--- config.mk ---
export PLATFORM = sky130hd
export DESIGN_NAME = dma_csr_axil
export DESIGN_NICKNAME = d
export VERILOG_FILES = /design/src/source/dma_pkg.sv /design/src/source/dma_csr_axil.sv
export SDC_FILE = /design/constraint.sdc
export NUM_CORES = 1
export LEC_CHECK = 0
export ABC_AREA = 1
export BUFFER_PORTS_ARGS = -buffer_cell sky130_fd_sc_hd__buf_4
export CAP_MARGIN = 15
export CORE_UTILIZATION = 55
export CTS_BUF_LIST = sky130_fd_sc_hd__clkbuf_16
export DETAILED_ROUTE_END_ITERATION = 10
export PLACE_DENSITY = 0.79
export REMOVE_ABC_BUFFERS = 1
export SLEW_MARGIN = 20
export SYNTH_ARGS = -nofsm -noshare
export SYNTH_HDL_FRONTEND = slang
export SYNTH_SLANG_ARGS = --single-unit
--- constraint.sdc ---
create_clock -name clk -period 4.1 [get_ports clk]
set_input_delay 0.82 -clock clk [delete_from_list [all_inputs] [get_ports clk]]
set_output_delay 0.82 -clock clk [all_outputs]
set_load 0.005 [all_outputs]
--- src/source/dma_pkg.sv ---
// dma descriptor engine package: shared widths, request, descriptor and axi4-lite types
`default_nettype none

package dma_pkg;

  // --------------------
  // axi4-lite
  localparam int AXIL_ADDR_W = 8;
  localparam int AXIL_DATA_W = 32;
  localparam logic [1:0] AXIL_RESP_OKAY = 2'b00;

  typedef struct packed {
    logic [AXIL_ADDR_W-1:0]   addr;
  } axil_aw_t;

  typedef struct packed {
    logic [AXIL_DATA_W-1:0]   data;
    logic [AXIL_DATA_W/8-1:0] strb;   // one bit per byte lane
  } axil_w_t;

  typedef struct packed {
    logic [AXIL_DATA_W-1:0]   data;
    logic [1:0]               resp;
  } axil_r_t;

  // --------------------
  // channel request as programmed by software
  typedef struct packed {
    logic [31:0] saddr;
    logic [31:0] daddr;
    logic [15:0] length;   // bytes
    logic [3:0]  tag;
  } chan_req_t;

  // --------------------
  // descriptor words, two views of one 64-bit word
  typedef struct packed {
    logic [23:0] rsvd_hi;      // zero
    logic [3:0]  tag;          // 39:36
    logic        rsvd_35;
    logic        saddr_b2;     // saddr bit 2, host side quirk
    logic [1:0]  rsvd_33;
    logic        valid;        // always one
    logic        dir;          // 0 = tohost
    logic [2:0]  daddr_b3_1;
    logic [10:0] rsvd_lo;      // byte enables unused here
    logic [15:0] dw_count;     // 32-bit words in the transfer
  } desc_hdr_t;

  typedef struct packed {
    logic [31:0] daddr;
    logic [31:0] saddr;        // dword aligned
  } desc_addr_t;

  typedef union packed {
    desc_hdr_t  hdr;
    desc_addr_t addr;
  } desc_word_u;

  typedef struct packed {
    logic [2:0] rsvd;          // undocumented, kept zero
    logic       desc_en;
    logic       is_last;
    logic       demand_mode;
    logic [1:0] half_valid;    // which 32-bit halves hold data
  } desc_ctrl_t;

  typedef struct packed {
    desc_ctrl_t ctrl;
    desc_word_u data;
  } tohost_beat_t;             // 72 bits on the wire

endpackage

`default_nettype wire

--- src/source/dma_csr_axil.sv ---
// dma csr block: axi4-lite slave with per-channel request registers, start pulses and busy
`timescale 1ns/100ps
`default_nettype none

module dma_csr_axil
  import dma_pkg::*;
#(
  parameter int N_CHAN = 4
)
(
  input  logic                   clk,
  input  logic                   rst_n,
  // write address and data
  input  logic                   awvalid,
  output logic                   awready,
  input  axil_aw_t               aw,
  input  logic                   wvalid,
  output logic                   wready,
  input  axil_w_t                w,
  // write response, always okay
  output logic                   bvalid,
  input  logic                   bready,
  // read address and data
  input  logic                   arvalid,
  output logic                   arready,
  input  logic [AXIL_ADDR_W-1:0] araddr,
  output logic                   rvalid,
  input  logic                   rready,
  output axil_r_t                r,
  // arbiter side
  output logic [N_CHAN-1:0]      start,
  output chan_req_t [N_CHAN-1:0] req_regs,
  input  logic [N_CHAN-1:0]      busy
);

  logic                   wr_hs;
  logic                   rd_hs;
  logic [AXIL_ADDR_W-5:0] wr_chan;   // 16 bytes per channel
  logic [AXIL_ADDR_W-5:0] rd_chan;
  logic [1:0]             wr_off;    // dword within channel
  logic [1:0]             rd_off;
  logic [AXIL_DATA_W-1:0] rd_data;

  // byte lane merge of write data into the current value
  function automatic logic [AXIL_DATA_W-1:0] strb_merge(logic [AXIL_DATA_W-1:0] cur,
                                                        axil_w_t wd);
    logic [AXIL_DATA_W-1:0] res;
    res = cur;
    for (int b = 0; b < AXIL_DATA_W/8; b++)
    begin
      if (wd.strb[b])
      begin
        res[8*b +: 8] = wd.data[8*b +: 8];
      end
    end
    return res;
  endfunction

  // length/tag word, only 20 bits are stored
  function automatic logic [19:0] merge_len(chan_req_t cur, axil_w_t wd);
    logic [AXIL_DATA_W-1:0] res;
    res = strb_merge({12'b0, cur.tag, cur.length}, wd);
    return res[19:0];
  endfunction

  // --------------------
  // handshakes
  assign wr_hs   = awvalid && wvalid && !bvalid;   // both channels together
  assign awready = wr_hs;
  assign wready  = wr_hs;
  assign rd_hs   = arvalid && !rvalid;             // one read outstanding
  assign arready = rd_hs;

  assign wr_chan = aw.addr[AXIL_ADDR_W-1:4];
  assign wr_off  = aw.addr[3:2];
  assign rd_chan = araddr[AXIL_ADDR_W-1:4];
  assign rd_off  = araddr[3:2];

  always_ff @(posedge clk or negedge rst_n)
  begin
    if (!rst_n)
    begin
      bvalid <= 1'b0;
      rvalid <= 1'b0;
    end
    else
    begin
      if (wr_hs)
        bvalid <= 1'b1;
      else if (bready)
        bvalid <= 1'b0;
      if (rd_hs)
        rvalid <= 1'b1;
      else if (rready)
        rvalid <= 1'b0;
    end
  end

  // --------------------
  // register file
  always_ff @(posedge clk or negedge rst_n)
  begin
    if (!rst_n)
    begin
      req_regs <= '0;
    end
    else if (wr_hs)
    begin
      for (int c = 0; c < N_CHAN; c++)
      begin
        if (wr_chan == c)
        begin
          case (wr_off)
            2'd0: req_regs[c].saddr <= strb_merge(req_regs[c].saddr, w);
            2'd1: req_regs[c].daddr <= strb_merge(req_regs[c].daddr, w);
            2'd2: {req_regs[c].tag, req_regs[c].length} <= merge_len(req_regs[c], w);
            default: ;   // control goes to start below
          endcase
        end
      end
    end
  end

  // start pulse, dropped while the channel is busy
  always_comb
  begin
    start = '0;
    for (int c = 0; c < N_CHAN; c++)
    begin
      start[c] = wr_hs && (wr_chan == c) && (wr_off == 2'd3) &&
                 w.strb[0] && w.data[0] && !busy[c];
    end
  end

  // --------------------
  // read decode, channels past N_CHAN read as zero
  always_comb
  begin
    rd_data = '0;
    for (int c = 0; c < N_CHAN; c++)
    begin
      if (rd_chan == c)
      begin
        case (rd_off)
          2'd0:    rd_data = req_regs[c].saddr;
          2'd1:    rd_data = req_regs[c].daddr;
          2'd2:    rd_data = {12'b0, req_regs[c].tag, req_regs[c].length};
          default: rd_data = {{(AXIL_DATA_W-1){1'b0}}, busy[c]};
        endcase
      end
    end
  end

  always_ff @(posedge clk)
  begin
    if (rd_hs)
    begin
      r.data <= rd_data;
      r.resp <= AXIL_RESP_OKAY;
    end
  end

endmodule

`default_nettype wire

==> results.yml, run 1 <==
power_and_ir_drop:
  power.density_mw_per_mm2: 382
  p_total_mw: 8.05
  p_leak_nw: 10.5
  irDropWorstVdd_v: 0.000328
setup_path:
  cp_data_required_time_ps: 3280
  cpPeakStageDelay_ps: 380
  critical_path_class: "reg -> out"
  worstPathArrival_ps: 1920
  end_kind: "output port"
  start_kind: "flip-flop"
  cp_max_fo: 14
  critical_path.cell_chain: "inv_2 -> nand3_4 -> nor2_4 -> inv_1 -> nor3b_1 -> buf_4"
  slowest_stage: "dfrtp_1"
global_route:
  antenna_found_initial: 5
  grt_pass1_wl_um: 86000
  first_global_vias: 14957
  grt_max_degree: 124
  grt_overflow: 0
  grt.total_usage_pct: 37.0
clock_network:
  insertion_delay_ps: 530
  cts_resized: 0
  root_buffer: "clkbuf_16"
  cts_setup_buffers: 0
  cts_buffers: 40
  cts_tree: "yes"
  holdBufCountCts: 0
  clock_sinks: 370
  cts_buffer_depth: 3
  path_clk_slew_ps: 60
  htreeDepth: 2
logic_synthesis:
  yosys_warnings: 0
  synth_edf_count: 32
  postSynthAreaPerCell_um2: 8.43
  synth.ff_latch_count: 370
  yosysSeqAreaShare_pct: 57.2
  yosys.area.top_type: "dfrtp_1"
  ys.flop_type: "dfrtp_1"
  synth.area.top_cells: "dfrtp_1 (51%), nand2_1 (17%), nand3_1 (6.1%)"
  async_reset_ff_share_pct: 91.4
  syn_area_mm2: 0.0165
  ys_types: 22
  netlist_instances: 1953
  synth_top_area_share_pct: 51.4
timing:
  fin_crit_sh_pct: 66.7
  holdWs_ps: 384
  rsz0062_at_grt: "false"
  max_freq_mhz: 366
  hold_violations: 0
  finClkSkew_ps: 13.6
  maxSlewHeadroom_pct: 34.4
  tns_ps: 0
  drv_slew: 0
  worst_pin_slew_ps: 984
  finalSetupViolations: 0
  period_needed_ps: 2740
floorplanning:
  ios: 442
  die_x_um: 175
  rows: 62
  core_mm2: 0.0291
  die_h_um: 175
  fp.dieArea_mm2: 0.0306
  start_util_pct: 56.6
routing:
  drtPass1Iterations: 6
  drt_iter0_drc: 1847
  wire_per_inst_um: 20.8
  routed_wirelength_um: 57000
  avgViaCountPerCell: 5.88
  vias: 16114
  antenna_left: 0
  drc: 0
cells_and_area:
  num-fill-cells: 2229
  design_area_mm2: 0.0211
  final_common_cell: "nand2_1"
  syn2layout_area_growth_pct: 27.8
  drive_gt1_share_pct: 23.7
  finalNetCount: 2388
  layout_common_cells: "nand2_1 (755), buf_4 (450), dfrtp_1 (338)"
run_status:
  status: "complete, no violations"
placed_design:
  hpwlAfterDp_um: 37200
  gp_congestion: 0.877
  placed_area_mm2: 0.0199
  port-buffer-count: 435
job:
  drv_cap: 0
hold_path:
  hold_path_class: "in -> async"
## routing by layer
layer / up-vias / part of all wire (%) / track usage, %
met5: - / 0.021 / 0
met4: 2 / 5.8 / 19.1
met3: 224 / 12 / 9.92
met2: 1129 / 46 / 58.0
met1: 7570 / 36 / 47.3
li1: 7189 / - / -
## final cells by class
cell class | count | area [µm²] | share of cell area (%)
Clock buffer | 41 | 1030 | 4.87
Timing Repair Buffer | 455 | 3470 | 16.5
Sequential cell | 370 | 9420 | 44.7
Tap cell | 384 | 480 | 2.28
Multi-Input combinational cell | 1403 | 6290 | 29.9
Antenna cell | 4 | 10.0 | 0.0475
Inverter | 55 | 206 | 0.981
Clock inverter | 30 | 143 | 0.678
## sequential cells by signal, summed over array words and instances (netlist names)
register and count:
r 32, rvalid 1, bvalid 1, req_regs 336
## kinds of logic (layout without fill, tap and decap cells)
logic type | count (synthesis) | count (layout) | synth area share [%]
other cells | 1 | 6 | 0.0228
buf+inv | 181 | 581 | 4.69
simple gates | 1059 | 1059 | 27.7
flops | 370 | 370 | 57.2
compound gates | 342 | 342 | 10.4
## worst max-delay path: cells and delay by family, from the launching register on
family / cells / cell delay [ps]
buf+inv: 3 / 360
flops: 1 / 380
simple gates: 3 / 650
## cell usage after synthesis (2+ instances only)
master	count
nand2_1	755
dfrtp_1	338
nand3_1	200
o21ai_1	183
o21ai_0	159
clkbuf_1	57
buf_2	56
inv_1	50
edfxtp_1	32
nand4_1	31
nand2_2	28
nor2_1	19
nor2_4	10
buf_1	7
nor2_2	7
buf_4	6
inv_2	5
nand3_4	5
nor3b_1	2
## where the power goes
part | internal, mW | switching [mW] | total (mW) | leakage [nW]
clock | 1.86 | 1.43 | 3.29 | 0.628
sequential | 3.85 | 0.130 | 3.98 | 4.99
combinational | 0.317 | 0.466 | 0.783 | 4.89
## metrics by stage
step / worst slack, ps / util (%) / std cells
6_report: 1360 / 72.4 / 2742
3_3_place_gp: 1420 / 68.3 / 2667
5_1_grt: 1190 / 72.3 / 2740
3_5_place_dp: 1370 / 68.3 / 2667
2_1_floorplan: -1090 / - / 1828
4_1_cts: 1350 / 72.3 / 2738
## final timing paths
kind / start / slack, ps / to / cells after the start
max: bvalid$_DFFE_PN0P_ / 1360 / start[1] / 6
min: rst_n / 380 / req_regs[247]$_DFFE_PN0P_ / 1
max reg2reg: bvalid$_DFFE_PN0P_ / 1980 / req_regs[97]$_DFFE_PN0P_ / 5
min reg2reg: req_regs[131]$_DFFE_PN0P_ / 510 / req_regs[131]$_DFFE_PN0P_ / 2
max in group asynchronous: rst_n / 2720 / req_regs[25]$_DFFE_PN0P_ / 2
min in group clk: bready / 490 / bvalid$_DFFE_PN0P_ / 2
(Power assumes the default switching activity.)
==> run 2, diff against run 1 <==
--- a/config.mk
+++ b/config.mk
@@ -8,10 +8,10 @@
 export ABC_AREA = 1
 export BUFFER_PORTS_ARGS = -buffer_cell sky130_fd_sc_hd__buf_4
 export CAP_MARGIN = 15
-export CORE_UTILIZATION = 55
+export CORE_UTILIZATION = 53
 export CTS_BUF_LIST = sky130_fd_sc_hd__clkbuf_16
 export DETAILED_ROUTE_END_ITERATION = 10
-export PLACE_DENSITY = 0.79
+export PLACE_DENSITY = 0.76
 export REMOVE_ABC_BUFFERS = 1
 export SLEW_MARGIN = 20
 export SYNTH_ARGS = -nofsm -noshare
==> constraint.sdc (replaced) <==
create_clock -name clk -period 2.8 [get_ports clk]
set_input_delay 0.56 -clock clk [delete_from_list [all_inputs] [get_ports clk]]
set_output_delay 0.56 -clock clk [all_outputs]
set_load 0.005 [all_outputs]
==> results.yml, run 2 (synthesized netlist as in run 1, its figures left out) <==
run_status:
  status: "complete, no violations"
timing:
  drv_slew: 0
  maxSlewHeadroom_pct: 45.5
  period_needed_ps: 2540
  fin_crit_sh_pct: 90.6
  max_freq_mhz: 394
  rsz0062_at_grt: "false"
  finalSetupViolations: 0
  tns_ps: 0
  setup_ws_ps: 264
  worst_pin_slew_ps: 815
  hold_violations: 0
  finClkSkew_ps: 10.3
clock_network:
  cts_buffer_depth: 3
  cts_tree: "yes"
  cts_setup_buffers: 0
  path_clk_slew_ps: 60
  holdBufCountCts: 0
  cts_buffers: 40
  htreeDepth: 2
  root_buffer: "clkbuf_16"
  cts_resized: 0
  clock_sinks: 370
  insertion_delay_ps: 520
cells_and_area:
  num-fill-cells: 2461
  layout_common_cells: "nand2_1 (755), buf_4 (467), dfrtp_1 (338)"
  top_register: "req_regs"
  syn2layout_area_growth_pct: 29.3
  fin_cells: 2771
  n_antenna_cell: 0
  finalNetCount: 2409
  largest_reg_flops: 336
  reg_top3: "req_regs (336), r (32)"
  final_common_cell: "nand2_1"
  design_area_mm2: 0.0213
  utilization_pct: 69.6
  drive_gt1_share_pct: 24.6
setup_path:
  path_buf_inv: 3
  end_kind: "output port"
  critical_path_class: "reg -> out"
  critical-path-top-delay-family: "simple AND/OR/NAND/NOR gates"
  worstPathArrival_ps: 1980
  cp_data_required_time_ps: 2240
  critical_path.cell_chain: "inv_2 -> nand3_4 -> nor2_4 -> inv_1 -> nor3b_1 -> buf_4"
  slowest_stage: "dfrtp_1"
  cp_max_fo: 14
  start_kind: "flip-flop"
  cpPeakStageDelay_ps: 380
global_route:
  grt.total_usage_pct: 36.6
  grt_max_degree: 79
  grt_pass1_wl_um: 87300
  first_global_vias: 14840
  grt_overflow: 0
  antenna_found_initial: 0
floorplanning:
  core_mm2: 0.0306
  die_h_um: 178
  rows: 64
  fp.dieArea_mm2: 0.0318
  ios: 442
  die_x_um: 178
  start_util_pct: 53.8
placed_design:
  dp_cells: 2700
  gp_congestion: 0.890
  port-buffer-count: 435
  hpwlAfterDp_um: 39000
  placed_area_mm2: 0.0201
  pre_cts_ws_ps: 595
routing:
  wire_per_inst_um: 21.1
  drc: 0
  routed_wirelength_um: 58500
  drt_iter0_drc: 1556
  avgViaCountPerCell: 5.76
  vias: 15959
  drtPass1Iterations: 6
  antenna_left: 0
power_and_ir_drop:
  irDropWorstVdd_v: 0.000455
  power.density_mw_per_mm2: 560
  p_leak_nw: 10.6
hold_path:
  hold_path_class: "in -> async"
job:
  drv_cap: 0
-- run 2: power by group --
part | total [mW] | internal, mW | leakage [nW] | switching [mW]
Sequential | 5.82 | 5.64 | 4.99 | 0.187
Clock | 4.92 | 2.82 | 0.635 | 2.10
Combinational | 1.19 | 0.487 | 4.98 | 0.702
-- run 2: routing by layer --
metal / GRT usage, % / vias to the layer above / wire length [µm]
met3: 8.16 / 209 / 6000
li1: - / 7192 / -
met2: 58.6 / 993 / 27600
met5: 0 / - / 0
met1: 47.5 / 7565 / 21900
met4: 17.0 / 0 / 3060
-- run 2: final cells by class --
cell class	instances	area, µm²	share of cell area [%]
multi-input cells	1403	6290	29.6
flip-flops and latches	370	9420	44.2
inverters	55	206	0.969
repair buffers	476	3680	17.3
clock buffers	41	1030	4.82
well taps	396	495	2.33
clock inverters	30	176	0.828
-- run 2: through the flow --
| stage | power (mW) | hold slack, ps |
|---|---|---|
| detailed placement | 7.09 | 497 |
| floorplan | 6.26 | 264 |
| global placement | 7.06 | 492 |
| global route | 12.3 | 66.3 |
| finish | 11.9 | 3.10 |
| CTS | 12.0 | 56.5 |
-- run 2: path summary, 6_finish.rpt --
kind	startpoint	to	slack (ps)	cells after the start
worst max-delay path	bvalid$_DFFE_PN0P_	start[1]	260	6
worst min-delay path	rst_n	req_regs[156]$_DFFE_PN0P_	3	1
worst max register to register	bvalid$_DFFE_PN0P_	req_regs[11]$_DFFE_PN0P_	790	6
worst min register to register	req_regs[158]$_DFFE_PN0P_	req_regs[158]$_DFFE_PN0P_	510	2
max in group asynchronous	rst_n	req_regs[261]$_DFFE_PN0P_	1920	2
min in group clk	bready	bvalid$_DFFE_PN0P_	210	2
-- run 2: worst reg2reg max path, delay by kind of cell, from the launching register on --
| kind | cells | cell delay, ps |
|---|---|---|
| compound gates | 1 | 100 |
| buf+inv | 1 | 80 |
| flops | 1 | 380 |
| simple gates | 4 | 1290 |
