File: src/source/dma_pkg.sv
// dma descriptor engine package: shared widths, request, descriptor and axi4-lite types
`default_nettype none

package dma_pkg;

  // --------------------
  // axi4-lite
  localparam int AXIL_ADDR_W = 8;
  localparam int AXIL_DATA_W = 32;
  localparam logic [1:0] AXIL_RESP_OKAY = 2'b00;

  typedef struct packed {
    logic [AXIL_ADDR_W-1:0]   addr;
  } axil_aw_t;

  typedef struct packed {
    logic [AXIL_DATA_W-1:0]   data;
    logic [AXIL_DATA_W/8-1:0] strb;   // one bit per byte lane
  } axil_w_t;

  typedef struct packed {
    logic [AXIL_DATA_W-1:0]   data;
    logic [1:0]               resp;
  } axil_r_t;

  // --------------------
  // channel request as programmed by software
  typedef struct packed {
    logic [31:0] saddr;
    logic [31:0] daddr;
    logic [15:0] length;   // bytes
    logic [3:0]  tag;
  } chan_req_t;

  // --------------------
  // descriptor words, two views of one 64-bit word
  typedef struct packed {
    logic [23:0] rsvd_hi;      // zero
    logic [3:0]  tag;          // 39:36
    logic        rsvd_35;
    logic        saddr_b2;     // saddr bit 2, host side quirk
    logic [1:0]  rsvd_33;
    logic        valid;        // always one
    logic        dir;          // 0 = tohost
    logic [2:0]  daddr_b3_1;
    logic [10:0] rsvd_lo;      // byte enables unused here
    logic [15:0] dw_count;     // 32-bit words in the transfer
  } desc_hdr_t;

  typedef struct packed {
    logic [31:0] daddr;
    logic [31:0] saddr;        // dword aligned
  } desc_addr_t;

  typedef union packed {
    desc_hdr_t  hdr;
    desc_addr_t addr;
  } desc_word_u;

  typedef struct packed {
    logic [2:0] rsvd;          // undocumented, kept zero
    logic       desc_en;
    logic       is_last;
    logic       demand_mode;
    logic [1:0] half_valid;    // which 32-bit halves hold data
  } desc_ctrl_t;

  typedef struct packed {
    desc_ctrl_t ctrl;
    desc_word_u data;
  } tohost_beat_t;             // 72 bits on the wire

endpackage

`default_nettype wire

File: src/source/tohost_fifo.sv
// tohost FIFO: first-word-fall-through buffer with almost-full flag and valid/ready output
`timescale 1ns/100ps
`default_nettype none

module tohost_fifo
  import dma_pkg::*;
#(
  parameter int FIFO_DEPTH = 8
)
(
  input  logic         clk,
  input  logic         rst_n,
  input  logic         push,
  input  tohost_beat_t push_beat,
  output logic         almost_full,
  output tohost_beat_t tohost_beat,
  output logic         tohost_valid,
  input  logic         tohost_ready
);

  localparam int AW = $clog2(FIFO_DEPTH);
  localparam logic [AW:0] DEPTH_CNT = (AW+1)'(FIFO_DEPTH);

  tohost_beat_t  mem [FIFO_DEPTH];
  logic [AW-1:0] wr_ptr;      // wraps naturally, depth is 2^n
  logic [AW-1:0] rd_ptr;
  logic [AW:0]   count;
  logic          full;
  logic          wr_en;
  logic          rd_en;

  assign full         = (count == DEPTH_CNT);
  assign wr_en        = push && !full;
  assign rd_en        = tohost_valid && tohost_ready;
  assign tohost_valid = (count != '0);
  assign tohost_beat  = mem[rd_ptr];                     // fall through
  assign almost_full  = (count >= DEPTH_CNT - 1'b1);     // under two free

  always_ff @(posedge clk)
  begin
    if (wr_en)
      mem[wr_ptr] <= push_beat;
  end

  // --------------------
  // pointers and occupancy
  always_ff @(posedge clk or negedge rst_n)
  begin
    if (!rst_n)
    begin
      wr_ptr <= '0;
      rd_ptr <= '0;
      count  <= '0;
    end
    else
    begin
      if (wr_en)
        wr_ptr <= wr_ptr + 1'b1;
      if (rd_en)
        rd_ptr <= rd_ptr + 1'b1;
      case ({wr_en, rd_en})
        2'b10:   count <= count + 1'b1;
        2'b01:   count <= count - 1'b1;
        default: ;   // both or neither
      endcase
    end
  end

endmodule

`default_nettype wire

File: config.mk
export PLATFORM = sky130hd
export DESIGN_NAME = tohost_fifo
export DESIGN_NICKNAME = d
export VERILOG_FILES = /design/src/source/dma_pkg.sv /design/src/source/tohost_fifo.sv
export SDC_FILE = /design/constraint.sdc
export NUM_CORES = 1
export LEC_CHECK = 0
export BUFFER_PORTS_ARGS = -buffer_cell sky130_fd_sc_hd__buf_2
export CAP_MARGIN = 20
export CORE_ASPECT_RATIO = 1.25
export CORE_MARGIN = 5
export CORE_UTILIZATION = 50
export CTS_CLUSTER_DIAMETER = 150
export DETAILED_ROUTE_END_ITERATION = 10
export HOLD_SLACK_MARGIN = 0.15
export PLACE_DENSITY = 0.71
export REMOVE_ABC_BUFFERS = 1
export SLEW_MARGIN = 15
export SYNTH_ARGS = -nofsm -noshare
export SYNTH_HDL_FRONTEND = slang
export SYNTH_SLANG_ARGS = --single-unit
File: constraint.sdc
create_clock -name clk -period 5.9 [get_ports clk]
set_clock_uncertainty 0.05 [all_clocks]
set_input_delay 1.18 -clock clk [delete_from_list [all_inputs] [get_ports clk]]
set_output_delay 1.18 -clock clk [all_outputs]
set_load 0.1 [all_outputs]
==> qor_table.md, run 1 <==
| Metric | This run | Unit |
|:---|:---|:---|
| Post-synthesis cell type count | 33 | - |
| Die height | 246 | um |
| Wire length of the first global-routing pass | 65.3 | mm |
| Worst hold-check path type | in -> async | - |
| Routability Congestion | 0.728 | - |
| Max-capacitance violation count | 0 | - |
| Post-synthesis simple-gate area fraction | 0.638 | % |
| Wire length per cell | 25.4 | um |
| Type of destination of the critical path | output port | - |
| CTS Buffer Depth | 3 | - |
| Ports placed on the boundary | 150 | - |
| Post-synthesis adder-cell area fraction | 0.370 | % |
| Main synth FF type | sky130_fd_sc_hd__edfxtp_1 | - |
| End-of-flow core utilization | 57.9 | % |
| Period Utilization, post-route | 75.4 | % |
| Hold Buf Count CTS | 0 | - |
| Status | complete, no violations | - |
| Fraction of registers with async set/reset | 1.71 | % |
| Compound-cell area share of the yosys netlist | 0.230 | % |
| Count of mapped cells out of synthesis | 897 | - |
| Number of global-route vias before repair | 10400 | - |
| Via count | 9644 | - |
| Largest net degree at the start of global routing | 64 | - |
| Multiplexer share of the synthesized area | 18.8 | % |
| Post-CTS Setup Repair Bufs | 0 | - |
| Data required time of the critical path | 4.67 | ns |
| Reg2reg setup slack | 3.01 | ns |
| Post-cts sizing count | 0 | - |
| Final layout net count | 1165 | - |
| CTS HTree Levels | 2 | - |
| Category of the worst setup path launch point | flip-flop | - |
| Initial antenna violation count | 8 | - |
| Total Die Area | 49000 | um2 |
| Post-route design area | 25500 | um2 |
| Reg-to-reg critical path endpoint | count[3] | - |
| Number of design-rule violations left by the first detailed-router iteration | 692 | - |
| Final WL | 43.1 | mm |
| Worst-Margin Slew | 1.06 | ns |
| Placed standard-cell area | 23900 | um2 |
| Floorplan core area | 44100 | um2 |
| Routed via count divided by cell count | 5.68 | - |
| Max Fanout on Critical Path | 50 | - |
| Residual antenna-violating net count after detailed routing | 0 | - |
| Share of post-route cells with drive strength above 1 | 42.4 | % |
| RSZ-0062 raised after global routing | no | - |
| Total iterations of the first detailed-routing run | 5 | - |
| Register bit total from synthesis | 586 | - |
| Insertion delay to the later sink of the worst-skew pair | 0.58 | ns |
| Area share of xor/xnor cells in the synthesized design | 0.235 | % |
| Category of the most critical setup path | reg -> out | - |
| Worst hold slack after final layout | 0.409 | ns |
| Post-detail-place hpwl | 23.9 | mm |
| Total routing usage reported by global routing | 17.9 | % |
| Largest family of logic cells by synthesized area | multiplexers | - |
| Worst slew margin relative to its limit | 29.0 | % |
| Number of clock sinks | 586 | - |
| Launching point of the worst reg2reg path | count[0] | - |
| Fmax | 225 | MHz |
| Most frequent standard cell in the layout excluding fill and tap cells | sky130_fd_sc_hd__edfxtp_1 | - |
| Proportion of synthesized chip area in sequential cells | 78.5 | % |
| IO buf count | 149 | - |
| Highest-count cells in the layout ignoring fill and taps | 576 x sky130_fd_sc_hd__edfxtp_1, 149 x sky130_fd_sc_hd__buf_2, 144 x sky130_fd_sc_hd__mux4_2, 53 x sky130_fd_sc_hd__clkbuf_16, 43 x sky130_fd_sc_hd__mux2_2 | - |
| FP Rows | 86 | - |
| Post-route setup slack | 1.45 | ns |
| Synth warnings | 0 | - |
| Summed instance area of the synthesized netlist | 22300 | um2 |
| Number of buffers created by CTS | 52 | - |
| Arrival @ worst endpoint | 3.22 | ns |
| CTS tree | yes | - |
| Post-detailed-route DRC marker count | 0 | - |
| Number of fill cells in the layout | 3196 | - |
| Final Hold Violating Endpoints | 0 | - |
| Starting Density | 50.6 | % |
| Leftover overflow at the end of global routing | 0 | - |
| Area growth from synthesis to layout | 14.3 | % |
| Root Buffer | sky130_fd_sc_hd__clkbuf_16 | - |
| Max-slew violations | 0 | - |
| Final setup vio count | 0 | - |
| Overall die width | 199 | um |
| Post-synth EDFFs | 576 | - |
| Placement Setup Slack | 2.05 | ns |
| Time the final worst path needs with I/O delays and setup | 4.45 | ns |
| Worst reg-to-reg path cell count | 8 | - |
| Clock slew at the register clock pins of the worst setup and hold paths | 0.06 | ns |
| Avg Synthesized Cell Area | 24.9 | um2 |
-- per-layer routing --
layer | GRT usage, % | share of wire [%] | vias up
met4 | 4.27 | 1.7 | 8
met3 | 3.41 | 4.7 | 59
li1 | - | - | 4216
met1 | 24.0 | 40 | 5163
met2 | 30.7 | 53 | 198
met5 | 0 | 0.11 | -
-- cell families after synthesis --
logic type,Yosys count
DFF,586
and+or+nand+nor,26
adders and majority gates,6
muxes,220
xor gates and xnor gates,6
AOI/OAI and AO/OA,7
buffers and inverters,46
-- registers in the layout (all words and copies together) (netlist names) --
register,cells
mem,576
count,4
rd_ptr,3
wr_ptr,3
-- final cells by class --
| class | instances | area, um2 | area share (%) |
|---|---|---|---|
| antenna | 3 | 7.51 | 0.0294 |
| clock buffer | 60 | 1350 | 5.30 |
| clock inverter | 35 | 253 | 0.990 |
| inverter | 5 | 18.8 | 0.0735 |
| multi-input combinational | 265 | 4590 | 18.0 |
| sequential | 586 | 17600 | 68.7 |
| tap | 572 | 716 | 2.80 |
| timing repair buffer | 173 | 1040 | 4.08 |
-- through the flow --
| step | instances | setup TNS (ns) |
|---|---|---|
| floorplan | 856 | -282.11 |
| global placement | 1599 | 0 |
| detailed placement | 1600 | 0 |
| CTS | 1695 | 0 |
| global route | 1697 | 0 |
| finish | 1699 | 0 |
-- how the worst max path moves through the flow --
stage              start              end  slack [ns]  cells after the start
2_1_floorplan  rd_ptr[0]   tohost_beat[0]       -2.05                      2
3_3_place_gp   rd_ptr[1]   tohost_beat[7]        2.03                      4
3_5_place_dp   rd_ptr[1]   tohost_beat[7]        2.05                      4
4_1_cts        rd_ptr[1]   tohost_beat[7]        1.41                      4
5_1_grt        rd_ptr[0]  tohost_beat[23]        1.33                      4
6_report       rd_ptr[1]   tohost_beat[7]        1.45                      4
-- synthesized netlist by cell type, types with 2 or more instances --
library cell,count,area (um2)
sky130_fd_sc_hd__a21oi_1,2,10.0
sky130_fd_sc_hd__buf_1,5,18.8
sky130_fd_sc_hd__buf_2,16,80.1
sky130_fd_sc_hd__buf_6,4,45.0
sky130_fd_sc_hd__buf_8,3,45.0
sky130_fd_sc_hd__clkbuf_1,12,45.0
sky130_fd_sc_hd__dfrtp_1,10,250
sky130_fd_sc_hd__edfxtp_1,576,17300
sky130_fd_sc_hd__ha_1,5,62.6
sky130_fd_sc_hd__inv_1,5,18.8
sky130_fd_sc_hd__mux2_1,2,22.5
sky130_fd_sc_hd__mux2_2,43,484
sky130_fd_sc_hd__mux2_4,30,450
sky130_fd_sc_hd__mux4_2,144,3240
sky130_fd_sc_hd__nand2_1,4,15.0
sky130_fd_sc_hd__nand2b_1,2,12.5
sky130_fd_sc_hd__nand3_1,5,25.0
sky130_fd_sc_hd__nor2_1,6,22.5
sky130_fd_sc_hd__nor3_1,2,10.0
sky130_fd_sc_hd__nor3b_1,3,22.5
sky130_fd_sc_hd__or4b_1,2,20.0
sky130_fd_sc_hd__xnor2_1,5,43.8
-- critical path: stages, from the launching register on --
cell                      delay (ns)
sky130_fd_sc_hd__dfrtp_4        0.94
sky130_fd_sc_hd__buf_4          0.60
sky130_fd_sc_hd__mux4_2         0.38
sky130_fd_sc_hd__mux2_2         0.31
sky130_fd_sc_hd__buf_2          0.30
Power of run 1 is not shown: default switching activity piles up to over one toggle a cycle in this logic, so the estimate is an artifact.
==> run 2, diff against run 1 <==
--- a/config.mk
+++ b/config.mk
@@ -13,7 +13,7 @@
 export CTS_CLUSTER_DIAMETER = 150
 export DETAILED_ROUTE_END_ITERATION = 10
 export HOLD_SLACK_MARGIN = 0.15
-export PLACE_DENSITY = 0.71
+export PLACE_DENSITY = 0.68
 export REMOVE_ABC_BUFFERS = 1
 export SLEW_MARGIN = 15
 export SYNTH_ARGS = -nofsm -noshare
==> constraint.sdc (replaced) <==
create_clock -name clk -period 4.1 [get_ports clk]
set_clock_uncertainty 0.05 [all_clocks]
set_input_delay 0.82 -clock clk [delete_from_list [all_inputs] [get_ports clk]]
set_output_delay 0.82 -clock clk [all_outputs]
set_load 0.1 [all_outputs]
==> qor_table.md, run 2 (synthesis results as in run 1) <==
| Metric | This run | Unit | vs previous |
|:---|:---|:---|:---|
| Status | complete, no violations | - |  |
| Insertion delay to the later sink of the worst-skew pair | 0.55 | ns | -0.03 ns |
| Post-detailed-route DRC marker count | 0 | - | unchanged |
| Top flop regs | mem: 576 flops, count: 4 flops | - |  |
| Total iterations of the first detailed-routing run | 5 | - | unchanged |
| Number of global-route vias before repair | 10500 | - | +0.62% |
| CP bufs+invs | 2 | - | unchanged |
| CTS tree | yes | - |  |
| Max-slew violations | 0 | - | unchanged |
| Depth of the critical timing path with buffers and inverters included | 4 | - | unchanged |
| CTS Buffer Depth | 3 | - | unchanged |
| Multi-input logic area | 4590 | um2 | unchanged |
| Worst reg-to-reg path cell count | 8 | - | unchanged |
| Arrival @ worst endpoint | 2.85 | ns | -0.37 ns |
| Final setup vio count | 0 | - | unchanged |
| Worst-Margin Slew | 0.833 | ns | -0.229 ns |
| Number of design-rule violations left by the first detailed-router iteration | 590 | - | -15% |
| Period Utilization, post-route | 90.8 | % |  |
| Routability Congestion | 0.706 | - | -3.1% |
| Residual antenna-violating net count after detailed routing | 0 | - | unchanged |
| Via count | 9750 | - | +1.1% |
| Die height | 246 | um | unchanged |
| CTS HTree Levels | 2 | - | unchanged |
| Initial antenna violation count | 6 | - | -2 |
| Final Hold Violating Endpoints | 0 | - | unchanged |
| Total Die Area | 49000 | um2 | unchanged |
| Final layout net count | 1174 | - | +0.77% |
| FP Rows | 86 | - | unchanged |
| Total routing usage reported by global routing | 17.7 | % | -0.22 points |
| Max Fanout on Critical Path | 20 | - | -60% |
| Reg with most FFs | mem | - |  |
| Number of clock sinks | 586 | - | unchanged |
| Number of fill cells in the layout | 3148 | - | -1.5% |
| Final WL | 42.2 | mm | -2.1% |
| Category of the worst setup path launch point | flip-flop | - |  |
| IO buf count | 149 | - | unchanged |
| Worst slew margin relative to its limit | 44.3 | % | +15 points |
| RSZ-0062 raised after global routing | no | - |  |
| Ports placed on the boundary | 150 | - | unchanged |
| Share of post-route cells with drive strength above 1 | 42.1 | % | -0.30 points |
| Fmax | 268 | MHz |  |
| Flip-flop count of the largest register, all copies and words added | 576 | - | unchanged |
| Floorplan core area | 44100 | um2 | unchanged |
| Worst-path cell chain | buf_4 > mux4_2 > mux2_2 > buf_2 | - |  |
| Area taken by flip-flops and latches | 17600 | um2 | unchanged |
| Highest-count cells in the layout ignoring fill and taps | 576 x sky130_fd_sc_hd__edfxtp_1, 149 x sky130_fd_sc_hd__buf_2, 144 x sky130_fd_sc_hd__mux4_2, 53 x sky130_fd_sc_hd__clkbuf_16, 43 x sky130_fd_sc_hd__mux2_2 | - |  |
| Kind of cell adding the most delay to the critical path | multiplexers | - |  |
| Starting Density | 50.6 | % | unchanged |
| Routed via count divided by cell count | 5.71 | - | +0.63% |
| Slowest library cell on the worst path | sky130_fd_sc_hd__dfrtp_4 | - |  |
| Clock slew at the register clock pins of the worst setup and hold paths | 0.06 | ns | about the same |
| Number of buffers created by CTS | 53 | - | +1.9% |
| Leftover overflow at the end of global routing | 0 | - | unchanged |
| Post-cts sizing count | 0 | - | unchanged |
| Type of destination of the critical path | output port | - |  |
| Worst hold-check path type | in -> reg | - |  |
| Category of the most critical setup path | reg -> out | - |  |
| Data required time of the critical path | 3.23 | ns | -1.44 ns |
| Wire length of the first global-routing pass | 65.1 | mm | -0.24% |
| Root Buffer | sky130_fd_sc_hd__clkbuf_16 | - |  |
| Most frequent standard cell in the layout excluding fill and tap cells | sky130_fd_sc_hd__edfxtp_1 | - |  |
| Overall die width | 199 | um | unchanged |
| Wire length per cell | 24.7 | um | -2.6% |
| Slowest stage delay, CP | 0.68 | ns | -0.26 ns |
| Area growth from synthesis to layout | 15.3 | % |  |
| Time the final worst path needs with I/O delays and setup | 3.72 | ns |  |
| Post-detail-place hpwl | 24.1 | mm | +0.64% |
| Largest net degree at the start of global routing | 73 | - | +14% |
| Post-CTS Setup Repair Bufs | 0 | - | unchanged |
| Worst hold path stage count | 1 | - |  |
| Max-capacitance violation count | 0 | - | unchanged |
| TNS Setup | 0 | ns | unchanged |
-- run 2: cell count changes in the layout (fill, tap and decap cells not counted), sizes merged --
cell / delta
clkinvlp: -2
inv: -3
clkinv: -3
dlygate4sd3: +1
bufinv: +1
clkbuf: +7
buf: +7
-- run 2: stage by stage --
step,hold WS (ns),worst slack [ns],cell area [um2],util (%),instances
2_1_floorplan,0.436,-3.49,22100,-,856
3_3_place_gp,0.459,0.890,24100,54.7,1608
3_5_place_dp,0.472,0.876,24100,54.7,1608
4_1_cts,0.447,0.263,25800,58.4,1704
5_1_grt,0.457,0.168,25800,58.4,1704
6_report,0.475,0.375,25800,58.4,1707
-- run 2: path summary, 6_finish.rpt --
check / endpoint / start / slack (ns)
min in group asynchronous: count[2] / rst_n / 0.60
setup / recovery: tohost_beat[53] / rd_ptr[0] / 0.38
hold / removal: mem[2][21] / push_beat[21] / 0.47
max in group asynchronous: rd_ptr[2] / rst_n / 3.17
setup reg to reg: count[3] / count[0] / 1.18
hold reg to reg: wr_ptr[0] / wr_ptr[0] / 0.50
-- run 2: worst register-to-register path, cell delays in order, from the launching register on --
cell and delay (ns):
sky130_fd_sc_hd__dfrtp_1 0.46, sky130_fd_sc_hd__or4_1 0.59, sky130_fd_sc_hd__nand2_1 0.17, sky130_fd_sc_hd__inv_1 0.07, sky130_fd_sc_hd__ha_1 0.28, sky130_fd_sc_hd__ha_1 0.39, sky130_fd_sc_hd__or4b_1 0.53, sky130_fd_sc_hd__o311ai_0 0.13
sky130_fd_sc_hd__o211ai_1 0.12
-- run 2: final cells by class --
cell class	instances	share of cell area [%]
diodes	3	0.0291
multi-input cells	265	17.8
repair buffers	181	4.86
clock inverters	28	0.913
inverters	5	0.0729
flip-flops and latches	586	68.2
well taps	572	2.78
clock buffers	67	5.35
-- run 2: routing by layer --
metal  track usage (%)  wire, um  vias up
li1                  -         -     4244
met1              25.3     18200     5231
met2              29.1     21300      204
met3              3.16      1940       63
met4              3.78       698        8
met5                 0        55        -
-- run 2: repair_timing --
action,in CTS,in global routing
setup endpoints to repair,0,0
endpoints found under the hold margin,10,0
hold buffers,1,0
Power of run 2 is left out for the same reason.
