$ cat src/source/dma_pkg.sv
// dma descriptor engine package: shared widths, request, descriptor and axi4-lite types
`default_nettype none

package dma_pkg;

  // --------------------
  // axi4-lite
  localparam int AXIL_ADDR_W = 8;
  localparam int AXIL_DATA_W = 32;
  localparam logic [1:0] AXIL_RESP_OKAY = 2'b00;

  typedef struct packed {
    logic [AXIL_ADDR_W-1:0]   addr;
  } axil_aw_t;

  typedef struct packed {
    logic [AXIL_DATA_W-1:0]   data;
    logic [AXIL_DATA_W/8-1:0] strb;   // one bit per byte lane
  } axil_w_t;

  typedef struct packed {
    logic [AXIL_DATA_W-1:0]   data;
    logic [1:0]               resp;
  } axil_r_t;

  // --------------------
  // channel request as programmed by software
  typedef struct packed {
    logic [31:0] saddr;
    logic [31:0] daddr;
    logic [15:0] length;   // bytes
    logic [3:0]  tag;
  } chan_req_t;

  // --------------------
  // descriptor words, two views of one 64-bit word
  typedef struct packed {
    logic [23:0] rsvd_hi;      // zero
    logic [3:0]  tag;          // 39:36
    logic        rsvd_35;
    logic        saddr_b2;     // saddr bit 2, host side quirk
    logic [1:0]  rsvd_33;
    logic        valid;        // always one
    logic        dir;          // 0 = tohost
    logic [2:0]  daddr_b3_1;
    logic [10:0] rsvd_lo;      // byte enables unused here
    logic [15:0] dw_count;     // 32-bit words in the transfer
  } desc_hdr_t;

  typedef struct packed {
    logic [31:0] daddr;
    logic [31:0] saddr;        // dword aligned
  } desc_addr_t;

  typedef union packed {
    desc_hdr_t  hdr;
    desc_addr_t addr;
  } desc_word_u;

  typedef struct packed {
    logic [2:0] rsvd;          // undocumented, kept zero
    logic       desc_en;
    logic       is_last;
    logic       demand_mode;
    logic [1:0] half_valid;    // which 32-bit halves hold data
  } desc_ctrl_t;

  typedef struct packed {
    desc_ctrl_t ctrl;
    desc_word_u data;
  } tohost_beat_t;             // 72 bits on the wire

endpackage

`default_nettype wire

$ cat src/source/downstream_req.sv
// downstream request generator: builds header and address descriptor words for the tohost FIFO
`timescale 1ns/100ps
`default_nettype none

module downstream_req
  import dma_pkg::*;
(
  input  logic         clk,
  input  logic         rst_n,
  // request from arbiter
  input  chan_req_t    chan_req,
  input  logic         chan_valid,
  output logic         chan_busy,
  // tohost FIFO
  input  logic         almost_full,
  output logic         push,
  output tohost_beat_t push_beat
);

  typedef enum logic [1:0] {
    S_IDLE,
    S_INIT,   // wait for FIFO room
    S_DESC    // address word
  } state_t;

  localparam desc_ctrl_t HDR_CTRL = '{
    rsvd:        3'b000,
    desc_en:     1'b1,
    is_last:     1'b0,
    demand_mode: 1'b1,
    half_valid:  2'b11
  };
  localparam desc_ctrl_t ADDR_CTRL = '{
    rsvd:        3'b000,
    desc_en:     1'b1,
    is_last:     1'b1,
    demand_mode: 1'b1,
    half_valid:  2'b11
  };

  state_t      state;
  chan_req_t   req_q;
  logic        accept;
  logic [15:0] nbytes;       // length plus start misalignment
  logic [15:0] nbytes_rnd;
  logic [15:0] dw_count;
  desc_word_u  hdr_word;
  desc_word_u  addr_word;

  assign chan_busy = (state != S_IDLE);
  assign accept    = chan_valid && !chan_busy;

  // --------------------
  // dword count, ceil((len + saddr%4)/4), 16-bit wrap
  assign nbytes     = req_q.length + {14'b0, req_q.saddr[1:0]};
  assign nbytes_rnd = nbytes + 16'd3;
  assign dw_count   = {2'b00, nbytes_rnd[15:2]};

  always_comb
  begin
    hdr_word                = '0;
    hdr_word.hdr.tag        = req_q.tag;
    hdr_word.hdr.saddr_b2   = req_q.saddr[2];
    hdr_word.hdr.valid      = 1'b1;
    hdr_word.hdr.dir        = 1'b0;           // tohost
    hdr_word.hdr.daddr_b3_1 = req_q.daddr[3:1];
    hdr_word.hdr.dw_count   = dw_count;
  end

  always_comb
  begin
    addr_word.addr.daddr = req_q.daddr;
    addr_word.addr.saddr = {req_q.saddr[31:2], 2'b00};   // dword aligned
  end

  // --------------------
  // FSM
  always_ff @(posedge clk or negedge rst_n)
  begin
    if (!rst_n)
    begin
      state <= S_IDLE;
      push  <= 1'b0;
    end
    else
    begin
      case (state)
        S_IDLE:
        begin
          push <= 1'b0;
          if (accept)
            state <= S_INIT;
        end
        S_INIT:
        begin
          push <= !almost_full;        // header once two slots are free
          if (!almost_full)
            state <= S_DESC;
        end
        S_DESC:
        begin
          push  <= 1'b1;               // address word right behind
          state <= S_IDLE;
        end
        default:
        begin
          push  <= 1'b0;
          state <= S_IDLE;
        end
      endcase
    end
  end

  // request latch and beat payload
  always_ff @(posedge clk)
  begin
    if (accept)
      req_q <= chan_req;
    if (state == S_INIT && !almost_full)
    begin
      push_beat.ctrl <= HDR_CTRL;
      push_beat.data <= hdr_word;
    end
    else if (state == S_DESC)
    begin
      push_beat.ctrl <= ADDR_CTRL;   // is_last set
      push_beat.data <= addr_word;
    end
  end

endmodule

`default_nettype wire

$ cat config.mk
export PLATFORM = sky130hd
export DESIGN_NAME = downstream_req
export DESIGN_NICKNAME = d
export VERILOG_FILES = /design/src/source/dma_pkg.sv /design/src/source/downstream_req.sv
export SDC_FILE = /design/constraint.sdc
export NUM_CORES = 1
export LEC_CHECK = 0
export BUFFER_PORTS_ARGS = -buffer_cell sky130_fd_sc_hd__buf_4
export CAP_MARGIN = 20
export CORE_ASPECT_RATIO = 1.2
export CORE_MARGIN = 5
export CORE_UTILIZATION = 51
export CTS_BUF_LIST = sky130_fd_sc_hd__clkbuf_16
export DETAILED_ROUTE_END_ITERATION = 7
export HOLD_SLACK_MARGIN = 0.15
export MAX_ROUTING_LAYER = met4
export PLACE_DENSITY = 0.79
export SLEW_MARGIN = 15
export SYNTH_ARGS = -nofsm -noshare
export SYNTH_HDL_FRONTEND = slang
export SYNTH_SLANG_ARGS = --single-unit
$ cat constraint.sdc
create_clock -name clk -period 3.35 [get_ports clk]
set_input_delay 0.335 -clock clk [delete_from_list [all_inputs] [get_ports clk]]
set_output_delay 0.335 -clock clk [all_outputs]
set_load 0.05 [all_outputs]
==> results of run 1 <==
-- sequential cells by signal, indices dropped and copies added (netlist names) --
| register | flops |
|---|---|
| addr_word | 62 |
| hdr_word | 4 |
| push | 1 |
| push_beat | 65 |
| req_q | 18 |
| state | 2 |
-- cell families after synthesis --
logic type,share of synthesized area
other,0.001342
muxes,0.07515
xor gates and xnor gates,0.01096
buffers and inverters,0.03266
adders and majority gates,0.01923
and+or+nand+nor,0.09730
AOI/OAI and AO/OA,0.02706
DFF,0.7363
-- how the worst max path moves through the flow --
stage,startpoint,end,cells past startpoint,slack [ps]
3_5_place_dp,req_q[5],push_beat[11],8,830
6_report,req_q[5],push_beat[11],8,780
4_1_cts,req_q[5],push_beat[13],8,780
5_1_grt,req_q[5],push_beat[13],8,610
3_3_place_gp,req_q[5],push_beat[13],8,950
2_1_floorplan,state[0],addr_word[10],3,290
-- final cells by class --
type	count	area (sq um)
tap	132	165.2
timing repair buffer	246	2059
multi-input combinational	203	1334
sequential	152	4119
inverter	12	45.04
fill	645	2623
clock inverter	15	102.6
clock buffer	17	425.4
antenna	2	5.005
-- report_power, final --
group          leakage, uW  total (uW)  internal, uW  switching, uW
Clock             0.000257        1690           947            741
Combinational      0.00172        3040           940           2100
Sequential         0.00140        2970          2700            268
-- layout by cell type, fill, tap and decap left out, types with 7 or more instances in the layout --
master                            n
sky130_fd_sc_hd__dfxtp_1         43
sky130_fd_sc_hd__edfxtp_1       106
sky130_fd_sc_hd__buf_4          161
sky130_fd_sc_hd__dlygate4sd3_1   85
sky130_fd_sc_hd__mux2i_1         42
sky130_fd_sc_hd__nand3_1         23
sky130_fd_sc_hd__inv_1           12
sky130_fd_sc_hd__o21ai_0          8
sky130_fd_sc_hd__nand2_1         25
sky130_fd_sc_hd__nor2_1          49
sky130_fd_sc_hd__clkbuf_16       17
sky130_fd_sc_hd__conb_1           7
-- cell usage after synthesis (all sizes together), types with 2 or more instances --
library cell  count  share of area
o211ai            6         0.0081
nand3            24          0.022
nor2             49          0.033
inv              12         0.0081
nor4              2         0.0022
nand4             2         0.0034
and2              2         0.0022
o21ai             8         0.0072
conb              2         0.0013
nand2b            2         0.0022
nor3              3         0.0027
or4               4         0.0054
dfxtp            43           0.15
edfxtp          106           0.57
buf              18          0.020
dfrtp             3          0.013
xnor2             6         0.0094
ha                7          0.016
or2               2         0.0027
mux2i            42          0.075
nand2            25          0.017
clkbuf            7         0.0047
-- metal layers --
| layer | vias up | wire, um | global-route usage | part of all wire |
|---|---|---|---|---|
| li1 | 1861 | - | - | - |
| met1 | 1830 | 4834 | 0.2252 | 0.37 |
| met2 | 144 | 7325 | 0.3754 | 0.55 |
| met3 | 26 | 715 | 0.04562 | 0.054 |
| met4 | 0 | 350 | 0.08613 | 0.026 |
| met5 | - | 0 | - | 0 |
-- timing repair --
| item | CTS | global route |
|---|---|---|
| hold buffers | 85 | 0 |
| endpoints found under the setup margin | 0 | 0 |
| hold endpoints to repair | 87 | 0 |
-- through the flow --
step / total power [uW] / area, sq um / hold slack, ps
after floorplan: 5021 / 5613 / 39.41
after CTS: 7705 / 8250 / 231.4
after global routing: 8055 / 8253 / 259.2
after detailed placement: 5952 / 6872 / 128.5
after global placement: 5867 / 6872 / 124.4
final: 7701 / 8255 / 264.1
==> reports/qor_table.md, run 1 <==
| Result | Value |
|---|---|
| Status | completed |
| Final-layout setup total negative slack | 0 ps |
| CP Capture Type | flip-flop |
| FF-to-FF End | push_beat[11] |
| Final critical delay including setup and external delays | 2574 ps |
| Clock H-tree levels | 4 |
| Via count of the routed design | 3861 |
| Worst setup margin | 775.7 ps |
| Share of the clock period used by the worst path | 0.7684 |
| Starting Density | 0.5143 |
| Antenna violation net count after detailed routing | 0 |
| Total global routing track utilization | 0.2105 |
| TritonCTS clock tree | yes |
| Number of storage elements in the synthesis netlist | 152 |
| Number of antenna violations at the first check in global routing | 1 |
| Maximum number of pins on one net before global-route repair | 64 |
| Core area | 0.01088 sq mm |
| Finish-stage setup viols | 0 |
| Part of the Yosys area used for sequential elements | 0.7363 |
| Worst path buffer plus inverter count | 1 |
| Maximum net fanout on the critical path | 5 |
| Clock Sinks | 152 |
| Quantity of I/O buffers inserted on ports | 154 |
| Fraction of final layout cells sized beyond drive strength 1 | 0.3070 |
| Std cell rows | 42 |
| Final routed wire length divided by cell count | 16.98 um |
| Critical register-to-register path startpoint | req_q[5] |
| Worst ir drop on vdd | 0.5446 mV |
| Count of boundary I/O pins | 162 |
| Die footprint | 0.01317 sq mm |
| Via count of the first global-routing pass | 4212 |
| CTS Root Buffer Type | sky130_fd_sc_hd__clkbuf_16 |
| Critical path arrival | 2710 ps |
| Number of pins with negative max-slew slack in the final report | 0 |
| Core occupancy in the finished layout | 0.7589 |
| Cell class contributing the biggest share of worst-path delay | simple AND/OR/NAND/NOR gates |
| Buffers from clock root to sink, at most | 2 |
| Delay of the slowest cell on the worst path | 450 ps |
| HPWL after detailed placement | 8.136 mm |
| Setup Skew | 7.917 ps |
| Placed instance count | 660 |
| Proportion of synthesized flip-flops having asynchronous set or reset | 0.01974 |
| Critical path start-end classification | flip-flop to flip-flop |
| Final hold violation count | 0 |
| CTS-repair resized insts | 0 |
| Placer congestion estimate | 0.8457 |
| Library cell contributing the largest single delay on the critical path | sky130_fd_sc_hd__nor4_1 |
| Vias per cell | 4.956 |
| Critical Path Start Type | flip-flop |
| Skew-Pair Late Insertion Delay | 400 ps |
| Gate count after technology mapping | 387 |
| Post-Syn Area per Cell | 14.46 sq um |
| Clock-pin slew of the registers on the worst-case setup and hold paths | 60 ps |
| Worst reg-to-reg path cell count | 8 |
| Synthesis Warnings | 0 |
| Number of detailed-routing iterations run before antenna repair | 5 |
| Cell-by-cell listing of the critical path | inv_1, ha_1, o21bai_4, fa_1, nand4b_1, nor4_1, xnor2_1, o21ai_0 |
| Worst-case register-to-register setup slack | 780 ps |
| Critical path required time | 3490 ps |
| Pre-CTS setup slack | 825.6 ps |
| Drt first-iter violations | 191 |
| Area growth, synth to finish | 47.57% |
| Max-cap violations | 0 |
| EDFF count, synth | 106 |
| Pin slew with the least headroom to its limit | 939.2 ps |
| Final nets | 728 |
| Die width | 105.6 um |
| Count of distinct cell types in the synthesized netlist | 40 |
| Leakage power of the design | 0.003371 uW |
| Wire length of the first global-routing pass | 21.05 mm |
| Vert. Die Dim | 124.7 um |
| DRC violation count after routing | 0 |
| Class of the most critical hold timing path | input port to async pin |
| Number of buffers inserted to repair setup after CTS | 0 |
| Dominant synthesized flop cell | sky130_fd_sc_hd__edfxtp_1 |
| Setup repair after global routing missed its margin | false |
| Post-synthesis cell area | 0.005594 sq mm |
| Fmax | 388.5 MHz |
| Worst slew slack as a fraction of its limit | 0.3738 |
| Number of clock buffers inserted by TritonCTS | 17 |
| Remaining global-route overflow | 0 |
| Wire length after detailed routing | 13.23 mm |
| Power per unit of standard cell area | 932.8 mW/mm^2 |
| Post-Layout Cell Count | 779 |
(Power assumes the default switching activity.)
==> run 2: changes to the inputs <==
--- a/config.mk
+++ b/config.mk
@@ -9,12 +9,12 @@
 export CAP_MARGIN = 20
 export CORE_ASPECT_RATIO = 1.2
 export CORE_MARGIN = 5
-export CORE_UTILIZATION = 51
+export CORE_UTILIZATION = 46
 export CTS_BUF_LIST = sky130_fd_sc_hd__clkbuf_16
 export DETAILED_ROUTE_END_ITERATION = 7
 export HOLD_SLACK_MARGIN = 0.15
 export MAX_ROUTING_LAYER = met4
-export PLACE_DENSITY = 0.79
+export PLACE_DENSITY = 0.75
 export SLEW_MARGIN = 15
 export SYNTH_ARGS = -nofsm -noshare
 export SYNTH_HDL_FRONTEND = slang
==> constraint.sdc (replaced) <==
create_clock -name clk -period 2.3 [get_ports clk]
set_input_delay 0.23 -clock clk [delete_from_list [all_inputs] [get_ports clk]]
set_output_delay 0.23 -clock clk [all_outputs]
set_load 0.05 [all_outputs]
==> reports/qor_table.md, run 2 (same netlist as run 1, synthesis figures left out) <==
| Result | Value | vs previous |
|---|---|---|
| Share of the clock period used by the worst path | 1.061 | +0.2928 |
| Skew-Pair Late Insertion Delay | 420 ps | +20 ps |
| Clock-pin slew of the registers on the worst-case setup and hold paths | 60 ps | about the same |
| Fin area | 0.008486 sq mm | +2.8% |
| Remaining global-route overflow | 0 | unchanged |
| Hold slack final | 224.8 ps | -39.31 ps |
| Die width | 110.7 um | +4.8% |
| Number of buffers inserted to repair setup after CTS | 0 | unchanged |
| DRC violation count after routing | 0 | unchanged |
| Startpoint of the most critical setup path | req_q[5] |  |
| Die footprint | 0.01448 sq mm | +9.9% |
| Total global routing track utilization | 0.1968 | -0.01372 |
| Vias per cell | 4.862 | -1.9% |
| Library cell contributing the largest single delay on the critical path | sky130_fd_sc_hd__nor4_2 |  |
| Critical path required time | 2470 ps | -1020 ps |
| Area growth, synth to finish | 51.69% |  |
| Worst ir drop on vdd | 0.8791 mV | +61% |
| Placer congestion estimate | 0.8014 | -5.2% |
| Violations in the final reports | setup timing |  |
| Number of detailed-routing iterations run before antenna repair | 5 | unchanged |
| Wire length of the first global-routing pass | 21.38 mm | +1.6% |
| Critical Path Start Type | flip-flop |  |
| Worst setup margin | -140.8 ps | -916.5 ps |
| Max reg flops | 65 | unchanged |
| Maximum number of pins on one net before global-route repair | 85 | +33% |
| Finish-stage setup viols | 5 | +5 |
| Drt first-iter violations | 248 | +30% |
| Highest-count cells in the layout ignoring fill and taps | sky130_fd_sc_hd__buf_4, sky130_fd_sc_hd__edfxtp_1, sky130_fd_sc_hd__dlygate4sd3_1, sky130_fd_sc_hd__nor2_1, sky130_fd_sc_hd__dfxtp_1 |  |
| Max-cap violations | 0 | unchanged |
| Final-layout setup total negative slack | -477.0 ps | -477.0 ps |
| Pre-CTS setup slack | -121.3 ps | -946.8 ps |
| HPWL after detailed placement | 8.283 mm | +1.8% |
| Final nets | 734 | +0.82% |
| Quantity of I/O buffers inserted on ports | 154 | unchanged |
| Count of boundary I/O pins | 162 | unchanged |
| Antenna violation net count after detailed routing | 0 | unchanged |
| Status | finished with violations |  |
| Critical path start-end classification | flip-flop to flip-flop |  |
| Via count of the first global-routing pass | 4290 | +1.9% |
| Number of clock buffers inserted by TritonCTS | 17 | unchanged |
| Clock Sinks | 152 | unchanged |
| Critical register-to-register path startpoint | req_q[5] |  |
| Instance count along the most critical hold path | 4 |  |
| Via count of the routed design | 3958 | +2.5% |
| Std cell rows | 44 | +4.8% |
| Vert. Die Dim | 130.8 um | +4.9% |
| CTS Root Buffer Type | sky130_fd_sc_hd__clkbuf_16 |  |
| Setup repair after global routing missed its margin | true |  |
| Area of the multi-input gates | 0.001368 sq mm | +2.5% |
| Power per unit of standard cell area | 1383 mW/mm^2 | +48% |
| Critical path arrival | 2610 ps | -100 ps |
| Final routed wire length divided by cell count | 16.87 um | -0.62% |
| Delay of the slowest cell on the worst path | 430 ps | -20 ps |
| CP Capture Type | flip-flop |  |
| Buffers from clock root to sink, at most | 2 | unchanged |
| Final critical delay including setup and external delays | 2441 ps | -133.5 ps |
| Fraction of final layout cells sized beyond drive strength 1 | 0.3149 | +0.007923 |
| Starting Density | 0.4661 | -0.04815 |
| Final hold violation count | 0 | unchanged |
| Worst-case register-to-register setup slack | -140 ps | -920 ps |
| Flip-flop and latch area | 0.004119 sq mm | unchanged |
| Largest register by flop count | push_beat |  |
| Setup Skew | 9.743 ps | +1.826 ps |
| Most common cell after layout, fill and taps aside | sky130_fd_sc_hd__buf_4 |  |
| Hold endpoint | state[0] |  |
| Cell-by-cell listing of the critical path | inv_1, ha_1, o21bai_4, fa_2, nand4b_1, nor4_2, xnor2_1, o21ai_1 |  |
| FF-to-FF End | push_beat[11] |  |
| Maximum net fanout on the critical path | 3 | -2 |
| Placed Instance Area | 0.006958 sq mm | +1.3% |
| Leakage power of the design | 0.003481 uW | +3.3% |
| TritonCTS clock tree | yes |  |
| Wire length after detailed routing | 13.74 mm | +3.8% |
| Worst reg-to-reg path cell count | 8 | unchanged |
| Fmax | 409.7 MHz | +5.5% |
| Count of fill cells added during filler insertion | 799 | +24% |
| Number of antenna violations at the first check in global routing | 1 | unchanged |
| Clock H-tree levels | 4 | unchanged |
| Hold Startpoint | almost_full |  |
| Class of the most critical hold timing path | input port to flip-flop |  |
| Core area | 0.01200 sq mm | +10% |
| Number of pins with negative max-slew slack in the final report | 0 | unchanged |
| Total Power | 11740 uW | +52% |
run 2: through the flow:
stage                     utilization  std cells
final                          0.7070        814
after global placement         0.5798        694
after global routing           0.7068        813
after floorplan                     -        392
after CTS                      0.7050        812
after detailed placement       0.5798        694
run 2: worst max path at each step:
| stage | slack [ps] | to | cells past startpoint |
|---|---|---|---|
| floorplan | 40 | push_beat[13] | 8 |
| global placement | -40 | push_beat[9] | 9 |
| detailed placement | -120 | push_beat[9] | 9 |
| CTS | -30 | push_beat[13] | 8 |
| global route | -240 | push_beat[11] | 8 |
| finish | -140 | push_beat[11] | 8 |
run 2: layout make-up:
cell class                      instances  area share
Antenna cell                            2   0.0005898
Clock inverter                         12     0.01504
Timing Repair Buffer                  252      0.2498
Multi-Input combinational cell        203      0.1612
Clock buffer                           20     0.05898
Tap cell                              161     0.02374
Sequential cell                       152      0.4854
Inverter                               12    0.005308
run 2: critical path: cells and delay by family (launching register included):
kind                     cells  cell delay [ps]
AND/OR/NAND/NOR              2              760
adder cells (fa/ha/maj)      2              560
AO/OA/AOI/OAI                2              250
buffers and inverters        1               70
flip-flops                   1              390
XOR/XNOR                     1              160
run 2: power by group:
| part | internal (uW) | switching, uW | total [uW] |
|---|---|---|---|
| registers | 3930 | 390 | 4320 |
| clock network | 1870 | 1020 | 2900 |
| logic | 1420 | 3100 | 4520 |
| total | 7230 | 4510 | 11700 |
run 2: routing by layer:
layer  part of all wire  up-vias  GRT usage
li1                   -     1868          -
met1               0.37     1904     0.1992
met2               0.55      145     0.3550
met3              0.045       41    0.04192
met4              0.037        0     0.1138
met5                  0        -          -
run 2: what timing repair did:
item | CTS | global route
hold buffers | 86 | 0
resized for setup | 4 | 6
pin swaps | 2 | 2
setup endpoints to repair | 4 | 6
endpoints found under the hold margin | 87 | 0
==> run 3: changes to the inputs <==
--- a/config.mk
+++ b/config.mk
@@ -15,6 +15,7 @@
 export HOLD_SLACK_MARGIN = 0.15
 export MAX_ROUTING_LAYER = met4
 export PLACE_DENSITY = 0.75
+export SETUP_SLACK_MARGIN = 0.4
 export SLEW_MARGIN = 15
 export SYNTH_ARGS = -nofsm -noshare
 export SYNTH_HDL_FRONTEND = slang
==> constraint.sdc (replaced) <==
create_clock -name clk -period 2.3 [get_ports clk]
set_input_delay 0.46 -clock clk [delete_from_list [all_inputs] [get_ports clk]]
set_output_delay 0.46 -clock clk [all_outputs]
set_load 0.05 [all_outputs]
==> reports/qor_table.md, run 3 (same netlist as run 1, synthesis figures left out) <==
| Result | Value | vs previous |
|---|---|---|
| Remaining global-route overflow | 0 | unchanged |
| Delay of the slowest cell on the worst path | 370 ps | -60 ps |
| Die width | 110.7 um | unchanged |
| Antenna diode count | 0 | -2 |
| Critical Path Start Type | flip-flop |  |
| Std cell rows | 44 | unchanged |
| Starting Density | 0.4661 | unchanged |
| Share of the clock period used by the worst path | 1.019 | -0.04227 |
| Highest-count cells in the layout ignoring fill and taps | sky130_fd_sc_hd__buf_4, sky130_fd_sc_hd__edfxtp_1, sky130_fd_sc_hd__nor2_1, sky130_fd_sc_hd__dfxtp_1, sky130_fd_sc_hd__mux2i_1 |  |
| Final routed wire length divided by cell count | 16.59 um | -1.7% |
| Clock-pin slew of the registers on the worst-case setup and hold paths | 60 ps | about the same |
| Vias per cell | 4.827 | -0.72% |
| Clock Sinks | 152 | unchanged |
| Die footprint | 0.01448 sq mm | unchanged |
| CP Capture Type | flip-flop |  |
| Final hold violation count | 0 | unchanged |
| Maximum net fanout on the critical path | 3 | unchanged |
| Fraction of final layout cells sized beyond drive strength 1 | 0.4024 | +0.08754 |
| Pin slew with the least headroom to its limit | 515.9 ps |  |
| Class of the most critical hold timing path | input port to flip-flop |  |
| Fin area | 0.007839 sq mm | -7.6% |
| Hold slack final | 224.3 ps | -0.5010 ps |
| Cell-by-cell listing of the critical path | inv_2, ha_4, o21bai_4, fa_2, nand4b_1, buf_6, nor4_4, xnor2_1, o21ai_1 |  |
| Critical path required time | 2450 ps | -20 ps |
| Fmax | 426.7 MHz | +4.1% |
| Max-cap violations | 0 | unchanged |
| HPWL after detailed placement | 8.253 mm | -0.36% |
| Wire length after detailed routing | 12.20 mm | -11% |
| Pre-CTS setup slack | -89.51 ps | +31.76 ps |
| Setup Skew | 6.837 ps | -2.906 ps |
| Number of clock buffers inserted by TritonCTS | 17 | unchanged |
| Clock H-tree levels | 4 | unchanged |
| Number of antenna violations at the first check in global routing | 0 | -1 |
| Maximum number of pins on one net before global-route repair | 85 | unchanged |
| Worst setup margin | -43.60 ps | +97.21 ps |
| Max reg flops | 65 | unchanged |
| Finish-stage setup viols | 1 | -4 |
| Vert. Die Dim | 130.8 um | unchanged |
| TritonCTS clock tree | yes |  |
| Via count of the first global-routing pass | 3740 | -13% |
| Core area | 0.01200 sq mm | unchanged |
| Area growth, synth to finish | 40.13% |  |
| Skew-Pair Late Insertion Delay | 410 ps | about the same |
| Count of boundary I/O pins | 162 | unchanged |
| Buffers from clock root to sink, at most | 2 | unchanged |
| Core occupancy in the finished layout | 0.6531 | -0.05390 |
| Status | finished with violations |  |
| Power per unit of standard cell area | 1511 mW/mm^2 | +9.2% |
| Antenna violation net count after detailed routing | 0 | unchanged |
| Wire length of the first global-routing pass | 18.60 mm | -13% |
| Total Power | 11850 uW | +0.92% |
| Worst ir drop on vdd | 1.030 mV | +17% |
| Quantity of I/O buffers inserted on ports | 154 | unchanged |
| Critical path arrival | 2500 ps | -110 ps |
| Library cell contributing the largest single delay on the critical path | sky130_fd_sc_hd__edfxtp_1 |  |
| Largest register by flop count | push_beat |  |
| Drt first-iter violations | 260 | +4.8% |
| Number of pins with negative max-slew slack in the final report | 0 | unchanged |
| Total global routing track utilization | 0.1718 | -0.02501 |
| Most common cell after layout, fill and taps aside | sky130_fd_sc_hd__buf_4 |  |
| Placed Instance Area | 0.006988 sq mm | +0.43% |
| Critical path start-end classification | flip-flop to flip-flop |  |
| Leakage power of the design | 0.003196 uW | -8.2% |
| Setup repair after global routing missed its margin | true |  |
| Number of detailed-routing iterations run before antenna repair | 4 | -1 |
| Final nets | 657 | -10% |
| Placer congestion estimate | 0.7785 | -2.9% |
| Worst-case register-to-register setup slack | -40 ps | +100 ps |
| Final critical delay including setup and external delays | 2344 ps | -97.21 ps |
| Worst slew slack as a fraction of its limit | 0.6561 |  |
| Violations in the final reports | setup timing |  |
| DRC violation count after routing | 0 | unchanged |
| CTS Root Buffer Type | sky130_fd_sc_hd__clkbuf_16 |  |
| Via count of the routed design | 3548 | -10% |
run 3: what timing repair did:
action	4_1_cts	5_1_grt
resized for setup	7	23
gates cloned	0	0
hold buffers	1	0
pin swaps	6	12
endpoints found under the setup margin	11	30
endpoints found under the hold margin	3	0
buffers inserted	2	6
run 3: worst paths after layout:
path / startpoint / to / cells after the start
worst max-delay path: req_q[5] / push_beat[13] / 9
worst min-delay path: chan_req[2] / hdr_word[38] / 1
worst max register to register: req_q[5] / push_beat[13] / 9
worst min register to register: addr_word[31] / push_beat[31] / 2
max in group asynchronous: rst_n / state[0] / 2
min in group asynchronous: rst_n / push / 2
run 3: critical path: cells and delay by family (launching register included):
kind,cells,cell delay [ps]
AO/OA/AOI/OAI,2,240
XOR/XNOR,1,140
adder cells (fa/ha/maj),2,530
buffers and inverters,2,280
flip-flops,1,370
AND/OR/NAND/NOR,2,530
run 3: final cells by class:
class / instances / area [sq um]
flip-flops and latches: 152 / 4119
fillers: 882 / 4163
multi-input cells: 203 / 1451
clock buffers: 20 / 500.5
clock inverters: 12 / 156.4
repair buffers: 175 / 1365
inverters: 12 / 45.04
well taps: 161 / 201.4
run 3: power by group:
part / total, uW / internal (uW) / leakage, uW / switching, uW
registers: 4320 / 3930 / 0.00140 / 390
logic: 4530 / 1450 / 0.00148 / 3090
clock network: 2990 / 1910 / 0.000318 / 1080
total: 11800 / 7290 / 0.00320 / 4560
run 3: per-layer routing:
metal	up-vias	wire length [um]	track usage
met4	0	105	0.06812
met1	1706	4905	0.1937
met2	115	6507	0.2918
met5	-	0	-
met3	6	680	0.04975
li1	1721	-	-
run 3: stage by stage:
stage               cells  setup TNS (ps)
finish                735          -43.60
CTS                   729          -29.63
detailed placement    694          -110.4
global route          735          -415.7
floorplan             392               0
global placement      694          -94.90
